--- config.mk ---
export PLATFORM = sky130hd
export DESIGN_NAME = wb_xbar
export DESIGN_NICKNAME = d
export VERILOG_FILES = /design/src/common/xbar_pkg.sv /design/src/verilog/wb_xbar.sv /design/src/verilog/slave_port.sv /design/src/arbiter/grant_arbiter.sv /design/src/master_port/master_port.sv /design/src/master_port/txn_counter.sv
export SDC_FILE = /design/constraint.sdc
export NUM_CORES = 1
export LEC_CHECK = 0
export ABC_AREA = 1
export BUFFER_PORTS_ARGS = -buffer_cell sky130_fd_sc_hd__buf_2
export CORE_MARGIN = 5
export CORE_UTILIZATION = 35
export CTS_CLUSTER_SIZE = 30
export DETAILED_ROUTE_END_ITERATION = 8
export PLACE_DENSITY = 0.65
export SYNTH_ARGS = -nofsm -noshare
export SYNTH_HDL_FRONTEND = slang
export SYNTH_SLANG_ARGS = --single-unit
export TNS_END_PERCENT = 30
--- constraint.sdc ---
create_clock -name i_clk -period 6.1 [get_ports i_clk]
set_input_delay 0.915 -clock i_clk [delete_from_list [all_inputs] [get_ports i_clk]]
set_output_delay 0.915 -clock i_clk [all_outputs]
set_load 0.03 [all_outputs]
--- src/common/xbar_pkg.sv ---
package xbar_pkg;

	// bus geometry
	localparam int NM = 2;
	localparam int NS = 2;
	localparam int AW = 16;
	localparam int DW = 32;
	localparam int SW = DW / 8;

	// slave 0 at 0x0000, slave 1 at 0x4000, decoded on the top two bits
	localparam logic [NS-1:0][AW-1:0] SLAVE_BASE = {16'h4000, 16'h0000};
	localparam logic [NS-1:0][AW-1:0] SLAVE_MASK = {16'hc000, 16'hc000};

	// outstanding transactions per master
	localparam int LG_MAX_PENDING = 3;
	localparam logic [LG_MAX_PENDING-1:0] PENDING_MAX = '1;
	localparam logic [LG_MAX_PENDING-1:0] PENDING_NEAR_FULL = PENDING_MAX - 1'b1;

	// index widths, slave index also holds the no-slave channel NS
	localparam int MIDX_W = (NM > 1) ? $clog2(NM) : 1;
	localparam int SIDX_W = $clog2(NS + 1);

	// what a master currently holds
	typedef enum logic [1:0]
	{
		CHAN_IDLE  = 2'd0,
		CHAN_SLAVE = 2'd1,
		CHAN_ERROR = 2'd2
	} chan_state_t;

endpackage
--- src/verilog/wb_xbar.sv ---
`timescale 1ns/1ps

module wb_xbar
	import xbar_pkg::*;
(
	input  logic                  i_clk,
	input  logic                  i_arst_n,
	input  logic [NM-1:0]         i_mcyc,
	input  logic [NM-1:0]         i_mstb,
	input  logic [NM-1:0]         i_mwe,
	input  logic [NM-1:0][AW-1:0] i_maddr,
	input  logic [NM-1:0][DW-1:0] i_mdata,
	input  logic [NM-1:0][SW-1:0] i_msel,
	output logic [NM-1:0]         o_mstall,
	output logic [NM-1:0]         o_mack,
	output logic [NM-1:0]         o_merr,
	output logic [NM-1:0][DW-1:0] o_mdata,
	output logic [NS-1:0]         o_scyc,
	output logic [NS-1:0]         o_sstb,
	output logic [NS-1:0]         o_swe,
	output logic [NS-1:0][AW-1:0] o_saddr,
	output logic [NS-1:0][DW-1:0] o_sdata,
	output logic [NS-1:0][SW-1:0] o_ssel,
	input  logic [NS-1:0]         i_sstall,
	input  logic [NS-1:0]         i_sack,
	input  logic [NS-1:0]         i_serr,
	input  logic [NS-1:0][DW-1:0] i_sdata
);
	logic [NM-1:0][NS-1:0]     req;
	logic [NS-1:0][NM-1:0]     req_hit_t;
	logic [NM-1:0]             req_none;
	logic [NM-1:0]             req_stb;
	logic [NM-1:0]             req_we;
	logic [NM-1:0][AW-1:0]     req_addr;
	logic [NM-1:0][DW-1:0]     req_data;
	logic [NM-1:0][SW-1:0]     req_sel;
	logic [NM-1:0]             pend_empty;
	chan_state_t [NM-1:0]      chan;
	logic [NM-1:0][SIDX_W-1:0] mindex;
	logic [NS-1:0]             sgrant;
	logic [NS-1:0][MIDX_W-1:0] sindex;
	logic [NS-1:0]             s_stall;
	logic [NS-1:0]             s_ack;
	logic [NS-1:0]             s_err;
	logic [NS-1:0][DW-1:0]     s_data;

	for (genvar m = 0; m < NM; m++)
	begin : g_master
		master_port master_port_inst (
			.i_clk        (i_clk),
			.i_arst_n     (i_arst_n),
			.i_mcyc       (i_mcyc[m]),
			.i_mstb       (i_mstb[m]),
			.i_mwe        (i_mwe[m]),
			.i_maddr      (i_maddr[m]),
			.i_mdata      (i_mdata[m]),
			.i_msel       (i_msel[m]),
			.i_chan       (chan[m]),
			.i_mindex     (mindex[m]),
			.i_s_stall    (s_stall),
			.i_s_ack      (s_ack),
			.i_s_err      (s_err),
			.i_s_data     (s_data),
			.o_req        (req[m]),
			.o_req_none   (req_none[m]),
			.o_req_stb    (req_stb[m]),
			.o_req_we     (req_we[m]),
			.o_req_addr   (req_addr[m]),
			.o_req_data   (req_data[m]),
			.o_req_sel    (req_sel[m]),
			.o_pend_empty (pend_empty[m]),
			.o_mstall     (o_mstall[m]),
			.o_mack       (o_mack[m]),
			.o_merr       (o_merr[m]),
			.o_mdata      (o_mdata[m])
		);
	end

	grant_arbiter grant_arbiter_inst (
		.i_clk        (i_clk),
		.i_arst_n     (i_arst_n),
		.i_mcyc       (i_mcyc),
		.i_req        (req),
		.i_req_none   (req_none),
		.i_pend_empty (pend_empty),
		.o_chan       (chan),
		.o_mindex     (mindex),
		.o_sgrant     (sgrant),
		.o_sindex     (sindex)
	);

	for (genvar s = 0; s < NS; s++)
	begin : g_slave
		// request bits regrouped per slave
		for (genvar m = 0; m < NM; m++)
		begin : g_hit
			assign req_hit_t[s][m] = req[m][s];
		end

		slave_port slave_port_inst (
			.i_clk      (i_clk),
			.i_arst_n   (i_arst_n),
			.i_sgrant   (sgrant[s]),
			.i_sindex   (sindex[s]),
			.i_mcyc     (i_mcyc),
			.i_req_stb  (req_stb),
			.i_req_hit  (req_hit_t[s]),
			.i_req_we   (req_we),
			.i_req_addr (req_addr),
			.i_req_data (req_data),
			.i_req_sel  (req_sel),
			.i_sstall   (i_sstall[s]),
			.i_sack     (i_sack[s]),
			.i_serr     (i_serr[s]),
			.i_sdata    (i_sdata[s]),
			.o_scyc     (o_scyc[s]),
			.o_sstb     (o_sstb[s]),
			.o_swe      (o_swe[s]),
			.o_saddr    (o_saddr[s]),
			.o_sdata    (o_sdata[s]),
			.o_ssel     (o_ssel[s]),
			.o_s_stall  (s_stall[s]),
			.o_s_ack    (s_ack[s]),
			.o_s_err    (s_err[s]),
			.o_s_data   (s_data[s])
		);
	end

endmodule

--- src/verilog/slave_port.sv ---
`timescale 1ns/1ps

module slave_port
	import xbar_pkg::*;
(
	input  logic                  i_clk,
	input  logic                  i_arst_n,
	input  logic                  i_sgrant,
	input  logic [MIDX_W-1:0]     i_sindex,
	input  logic [NM-1:0]         i_mcyc,
	input  logic [NM-1:0]         i_req_stb,
	input  logic [NM-1:0]         i_req_hit,
	input  logic [NM-1:0]         i_req_we,
	input  logic [NM-1:0][AW-1:0] i_req_addr,
	input  logic [NM-1:0][DW-1:0] i_req_data,
	input  logic [NM-1:0][SW-1:0] i_req_sel,
	input  logic                  i_sstall,
	input  logic                  i_sack,
	input  logic                  i_serr,
	input  logic [DW-1:0]         i_sdata,
	output logic                  o_scyc,
	output logic                  o_sstb,
	output logic                  o_swe,
	output logic [AW-1:0]         o_saddr,
	output logic [DW-1:0]         o_sdata,
	output logic [SW-1:0]         o_ssel,
	output logic                  o_s_stall,
	output logic                  o_s_ack,
	output logic                  o_s_err,
	output logic [DW-1:0]         o_s_data
);
	logic owner_cyc;
	logic owner_stb;

	assign owner_cyc = i_mcyc[i_sindex];
	assign owner_stb = i_req_stb[i_sindex] && i_req_hit[i_sindex];

	// raw slave responses only count inside our own cycle
	assign o_s_stall = o_sstb && i_sstall;
	assign o_s_ack   = o_scyc && i_sack;
	assign o_s_err   = o_scyc && i_serr;
	assign o_s_data  = i_sdata;

	always_ff @(posedge i_clk or negedge i_arst_n)
	begin
		if (!i_arst_n)
		begin
			o_scyc <= 1'b0;
			o_sstb <= 1'b0;
		end
		else if (!i_sgrant || !owner_cyc || o_s_err)
		begin
			o_scyc <= 1'b0;
			o_sstb <= 1'b0;
		end
		else
		begin
			o_scyc <= 1'b1;
			if (!o_s_stall)
				o_sstb <= owner_stb;
		end
	end

	// request fields hold while the slave stalls
	always_ff @(posedge i_clk)
	begin
		if (i_sgrant && !o_s_stall)
		begin
			o_swe   <= i_req_we[i_sindex];
			o_saddr <= i_req_addr[i_sindex];
			o_sdata <= i_req_data[i_sindex];
			o_ssel  <= i_req_sel[i_sindex];
		end
	end

	a_stb_in_cyc : assert property (@(posedge i_clk) disable iff (!i_arst_n)
		o_sstb |-> o_scyc);

endmodule

--- src/arbiter/grant_arbiter.sv ---
`timescale 1ns/1ps

module grant_arbiter
	import xbar_pkg::*;
(
	input  logic                      i_clk,
	input  logic                      i_arst_n,
	input  logic [NM-1:0]             i_mcyc,
	input  logic [NM-1:0][NS-1:0]     i_req,
	input  logic [NM-1:0]             i_req_none,
	input  logic [NM-1:0]             i_pend_empty,
	output chan_state_t [NM-1:0]      o_chan,
	output logic [NM-1:0][SIDX_W-1:0] o_mindex,
	output logic [NS-1:0]             o_sgrant,
	output logic [NS-1:0][MIDX_W-1:0] o_sindex
);
	chan_state_t [NM-1:0]      chan_nxt;
	logic [NM-1:0][SIDX_W-1:0] mindex_nxt;
	logic [NM-1:0]             keep;
	logic [NS-1:0]             held;
	logic [NS-1:0][NM-1:0]     owner;

	always_comb
	begin
		held = '0;
		// busy masters, or masters still after the same slave, keep it
		for (int m = 0; m < NM; m++)
		begin
			keep[m] = 1'b0;
			if (i_mcyc[m] && o_chan[m] == CHAN_SLAVE)
			begin
				keep[m] = !i_pend_empty[m] || !(|i_req[m] || i_req_none[m]);
				for (int s = 0; s < NS; s++)
				begin
					if (o_mindex[m] == SIDX_W'(s))
					begin
						keep[m] = keep[m] || i_req[m][s];
						held[s] = held[s] || keep[m];
					end
				end
			end
		end

		// free slaves go to the lowest numbered requester
		for (int m = 0; m < NM; m++)
		begin
			chan_nxt[m]   = CHAN_IDLE;
			mindex_nxt[m] = SIDX_W'(NS);
			if (keep[m])
			begin
				chan_nxt[m]   = CHAN_SLAVE;
				mindex_nxt[m] = o_mindex[m];
			end
			else if (i_mcyc[m] && i_req_none[m])
				chan_nxt[m] = CHAN_ERROR;
			else if (i_mcyc[m])
			begin
				for (int s = 0; s < NS; s++)
				begin
					if (i_req[m][s] && !held[s])
					begin
						chan_nxt[m]   = CHAN_SLAVE;
						mindex_nxt[m] = SIDX_W'(s);
						held[s]       = 1'b1;
					end
				end
			end
		end
	end

	always_ff @(posedge i_clk or negedge i_arst_n)
	begin
		if (!i_arst_n)
		begin
			for (int m = 0; m < NM; m++)
			begin
				o_chan[m]   <= CHAN_IDLE;
				o_mindex[m] <= SIDX_W'(NS);
			end
		end
		else
		begin
			o_chan   <= chan_nxt;
			o_mindex <= mindex_nxt;
		end
	end

	// slave side view of the same grants
	always_comb
	begin
		o_sgrant = '0;
		o_sindex = '0;
		for (int s = 0; s < NS; s++)
		begin
			for (int m = 0; m < NM; m++)
			begin
				owner[s][m] = (o_chan[m] == CHAN_SLAVE) && (o_mindex[m] == SIDX_W'(s));
				if (owner[s][m])
				begin
					o_sgrant[s] = 1'b1;
					o_sindex[s] = MIDX_W'(m);
				end
			end
		end
	end

	for (genvar s = 0; s < NS; s++)
	begin : g_owner_check
		a_single_owner : assert property (@(posedge i_clk) disable iff (!i_arst_n)
			$onehot0(owner[s]));
	end

endmodule

--- src/master_port/master_port.sv ---
`timescale 1ns/1ps

module master_port
	import xbar_pkg::*;
(
	input  logic                  i_clk,
	input  logic                  i_arst_n,
	input  logic                  i_mcyc,
	input  logic                  i_mstb,
	input  logic                  i_mwe,
	input  logic [AW-1:0]         i_maddr,
	input  logic [DW-1:0]         i_mdata,
	input  logic [SW-1:0]         i_msel,
	input  chan_state_t           i_chan,
	input  logic [SIDX_W-1:0]     i_mindex,
	input  logic [NS-1:0]         i_s_stall,
	input  logic [NS-1:0]         i_s_ack,
	input  logic [NS-1:0]         i_s_err,
	input  logic [NS-1:0][DW-1:0] i_s_data,
	output logic [NS-1:0]         o_req,
	output logic                  o_req_none,
	output logic                  o_req_stb,
	output logic                  o_req_we,
	output logic [AW-1:0]         o_req_addr,
	output logic [DW-1:0]         o_req_data,
	output logic [SW-1:0]         o_req_sel,
	output logic                  o_pend_empty,
	output logic                  o_mstall,
	output logic                  o_mack,
	output logic                  o_merr,
	output logic [DW-1:0]         o_mdata
);
	logic [NS-1:0] hit;
	logic          near_full;
	logic          accept;
	logic          held_hit;
	logic          slv_stall;
	logic          slv_ack;
	logic          slv_err;
	logic [DW-1:0] slv_data;

	// address decode against the fixed map
	always_comb
	begin
		for (int s = 0; s < NS; s++)
			hit[s] = ((i_maddr ^ SLAVE_BASE[s]) & SLAVE_MASK[s]) == '0;
	end

	// no new strobes once near full
	assign o_req_stb  = i_mcyc && i_mstb && !near_full;
	assign o_req      = hit & {NS{o_req_stb}};
	assign o_req_none = o_req_stb && !(|hit);
	assign o_req_we   = i_mwe;
	assign o_req_addr = i_maddr;
	assign o_req_data = i_mdata;
	assign o_req_sel  = i_msel;

	// response of the slave this master holds
	always_comb
	begin
		held_hit  = 1'b0;
		slv_stall = 1'b1;
		slv_ack   = 1'b0;
		slv_err   = 1'b0;
		slv_data  = '0;
		for (int s = 0; s < NS; s++)
		begin
			if (i_mindex == SIDX_W'(s))
			begin
				held_hit  = hit[s];
				slv_stall = i_s_stall[s];
				slv_ack   = i_s_ack[s];
				slv_err   = i_s_err[s];
				slv_data  = i_s_data[s];
			end
		end
	end

	always_comb
	begin
		o_mdata = slv_data;
		case (i_chan)
			CHAN_SLAVE:
			begin
				// a request for another slave waits for a regrant
				o_mstall = slv_stall || near_full || (i_mstb && !held_hit);
				o_mack   = i_mcyc && slv_ack;
				o_merr   = i_mcyc && slv_err;
			end
			CHAN_ERROR:
			begin
				o_mstall = 1'b0;
				o_mack   = 1'b0;
				o_merr   = i_mcyc;
			end
			default:
			begin
				o_mstall = 1'b1;
				o_mack   = 1'b0;
				o_merr   = 1'b0;
			end
		endcase
	end

	assign accept = i_mcyc && i_mstb && !o_mstall;

	txn_counter txn_counter_inst (
		.i_clk       (i_clk),
		.i_arst_n    (i_arst_n),
		.i_mcyc      (i_mcyc),
		.i_accept    (accept),
		.i_ack       (o_mack),
		.i_err       (o_merr),
		.o_empty     (o_pend_empty),
		.o_near_full (near_full)
	);

endmodule

--- src/master_port/txn_counter.sv ---
`timescale 1ns/1ps

module txn_counter
	import xbar_pkg::*;
(
	input  logic i_clk,
	input  logic i_arst_n,
	input  logic i_mcyc,
	input  logic i_accept,
	input  logic i_ack,
	input  logic i_err,
	output logic o_empty,
	output logic o_near_full
);
	logic [LG_MAX_PENDING-1:0] count;
	logic [LG_MAX_PENDING-1:0] count_nxt;

	always_comb
	begin
		count_nxt = count;
		if (i_accept && !i_ack)
			count_nxt = count + 1'b1;
		else if (!i_accept && i_ack)
			count_nxt = count - 1'b1;
	end

	always_ff @(posedge i_clk or negedge i_arst_n)
	begin
		if (!i_arst_n)
		begin
			count       <= '0;
			o_empty     <= 1'b1;
			o_near_full <= 1'b0;
		end
		else if (!i_mcyc || i_err)
		begin
			// bus cycle over, nothing left in flight
			count       <= '0;
			o_empty     <= 1'b1;
			o_near_full <= 1'b0;
		end
		else
		begin
			count       <= count_nxt;
			o_empty     <= (count_nxt == '0);
			o_near_full <= (count_nxt >= PENDING_NEAR_FULL);
		end
	end

	// the near-full stall must keep the count from wrapping
	a_no_overflow : assert property (@(posedge i_clk) disable iff (!i_arst_n)
		(count == PENDING_MAX) |-> !(i_accept && !i_ack));

endmodule

==> impl_metrics.toml <==
[outcome]
status = "complete, no violations"

[clock_tree]
clk_latency_ns = 0.43
cts.sinks = 128
htreeDepth = 4
path_clk_slew_ns = 0.06
cts_tree = "done"
ctsLongestPathBuffers = 2
root_buffer = "clkbuf_16"
numCtsBuffers = 17
cts_hold_buf = 0
post_cts_buffers = 0
cts_resized = 0

[hold_path]
hp-class = "primary input to asynchronous set/reset pin"

[finish]
drive_gt1_share_pct = 38.2
final_cell_count_no_fill = 1410
area_growth_pct = 37.5
final_util_pct = 48.7
layout_commonest_cell = "buf_2"
final_cell_mix = "buf_2, nand2_1, inv_1, o21ai_0, edfxtp_1"
layout.nets = 1319

[routing]
wirelength_um = 22000
vias = 6625
drt_iter0_markers = 407
drcViolationCount = 0
via_per_inst = 4.70
wire_per_inst_um = 15.6
first_pass_iters = 5
ant_nets = 0

[synthesis]
syn_area_um2 = 6870
synth_nets = 981
yosys_warnings = 0
syn-instance-count = 791
ys_types = 37
syn-mean-instance-area_um2 = 8.68
ys_seq_area_share_pct = 54.4
synth_seq_cells = 128

[placement]
place_inst = 1375
io_buffers = 361
dp_hpwl_um = 16600
place_congestion = 0.901

[worst_setup_path]
crit_chain = "nor2_4 > inv_1 > o22ai_1 > buf_2"
worst-setup-path-type = "register to output pin"
cp_slowest_cell = "inv_1"
r2r_start = "grant_arbiter_inst.o_mindex[2]"
required_ns = 5.18
worstSetupEndpointType = "output pin"
startpoint = "grant_arbiter_inst.o_mindex[1]"
crit_path_max_incr_delay_ns = 0.79
cp-start-kind = "register"
cp_max_fo = 32
worstPathArrival_ns = 2.38

[global_route]
grt-busiest-layer = "met2"
overflow = 0
antenna_found_initial = 2
gr-usage-met1_pct = 21.7
use_met3_pct = 5.63
grt_pass1_wl_um = 32500
grt_pass1_vias = 6311
grt_max_degree = 105
grtUsageTotal_pct = 18.7
grt_util_met2_pct = 32.7

[sta]
setup_viol = 0
max_slew_margin_pct = 26.4
clock_skew_ns = 0.0210
final.min_clock_period_ns = 3.29
tns_ns = 0
fmax_mhz = 304
rsz0062_at_grt = "false"
hold_slack_ns = 0.458
maxSlewViolCount = 0
finalHoldViolCount = 0
min_period_over_period_pct = 53.9
worst_pin_slew_ns = 1.10

[flow_run]
cap_violations = 0

[pwr]
vdd_drop_max_uv = 187
total_power_mw = 2.42
power_density_nw_per_um2 = 256
p_leak_nw = 4.91

[floorplan]
start_util_pct = 35.4
die_y_um = 150
design.die.area_um2 = 22500
core_um2 = 19400
row_count = 51
pin_count = 362
fp.dieW_um = 150
cell type report:
type	instances	area, um2
Fill cell	1920	9950
Sequential cell	128	3740
Multi-Input combinational cell	449	2280
Timing Repair Buffer	365	1840
Inverter	168	632
Clock buffer	17	425
Tap cell	265	332
Clock inverter	15	194
Antenna cell	3	7.51
routing by layer:
| metal | up-vias | wire (um) |
|---|---|---|
| li1 | 3279 | - |
| met4 | 0 | 369 |
| met2 | 316 | 11000 |
| met1 | 2998 | 8470 |
| met5 | - | 0 |
| met3 | 32 | 2190 |
critical path, delay by kind of cell (launching register included):
family	cells	cell delay, ns
buffers and inverters	2	1.05
AOI/OAI and AO/OA	1	0.23
and+or+nand+nor	1	0.07
DFF	1	0.59
power breakdown:
group,total [mW],internal [mW],switching (mW)
combinational,0.355,0.123,0.232
sequential,0.987,0.977,0.00998
clock,1.08,0.656,0.423
registers in the layout (all words and copies together) (netlist names):
name                                                    flops
g_slave.slave_port_inst.o_sdata                            64
g_slave.slave_port_inst.o_saddr                            32
g_slave.slave_port_inst.o_ssel                              8
g_master.master_port_inst.txn_counter_inst.count            6
grant_arbiter_inst.o_chan                                   4
grant_arbiter_inst.o_mindex                                 4
g_master.master_port_inst.txn_counter_inst.o_empty          2
g_master.master_port_inst.txn_counter_inst.o_near_full      2
g_slave.slave_port_inst.o_scyc                              2
g_slave.slave_port_inst.o_sstb                              2
g_slave.slave_port_inst.o_swe                               2
cells by family (layout without fill, tap and decap cells):
family / after synthesis / after routing / synth area share (%)
AOI/OAI and AO/OA: 198 / 198 / 16.3
DFF: 128 / 128 / 54.4
xor gates and xnor gates: 4 / 4 / 0.510
buffers and inverters: 214 / 565 / 12.6
and+or+nand+nor: 239 / 239 / 14.8
other: 0 / 3 / 0
adders and majority gates: 8 / 8 / 1.46
final timing paths:
check,slack (ns),cells after the start,endpoint
worst max-delay path,2.81,4,o_mdata[24]
worst min-delay path,0.46,1,asynchronous set/reset pin
worst max register to register,2.85,8,g_slave[1].slave_port_inst.o_sdata[30]
worst min register to register,0.52,2,grant_arbiter_inst.o_mindex[3]
max in group asynchronous,5.26,1,grant_arbiter_inst.o_mindex[3]
min in group i_clk,0.52,2,grant_arbiter_inst.o_mindex[3]
through the flow:
stage	area [um2]	worst slack, ns
2_1_floorplan	6870	0.656
3_3_place_gp	8820	2.80
3_5_place_dp	8820	2.77
4_1_cts	9440	2.77
5_1_grt	9440	2.50
6_report	9440	2.81
synthesized netlist by cell type, drive strengths merged:
cell type | number | area (um2)
nand2 | 177 | 692
inv | 168 | 631
o21ai | 119 | 599
edfxtp | 106 | 3180
o22ai | 66 | 427
nor2 | 35 | 164
buf | 29 | 170
dfrtp | 18 | 450
nand3 | 18 | 105
clkbuf | 17 | 63.8
ha | 8 | 100
a21oi | 7 | 42.5
dfstp | 4 | 105
xnor2 | 4 | 35.0
nor3 | 3 | 15.0
a21boi | 2 | 15.0
nand4 | 2 | 12.5
or2 | 2 | 12.5
a211oi | 1 | 12.5
a31oi | 1 | 6.26
and2 | 1 | 6.26
nor4 | 1 | 6.26
o211ai | 1 | 7.51
o31ai | 1 | 7.51
Note: power is estimated with default switching activity, not from simulation.
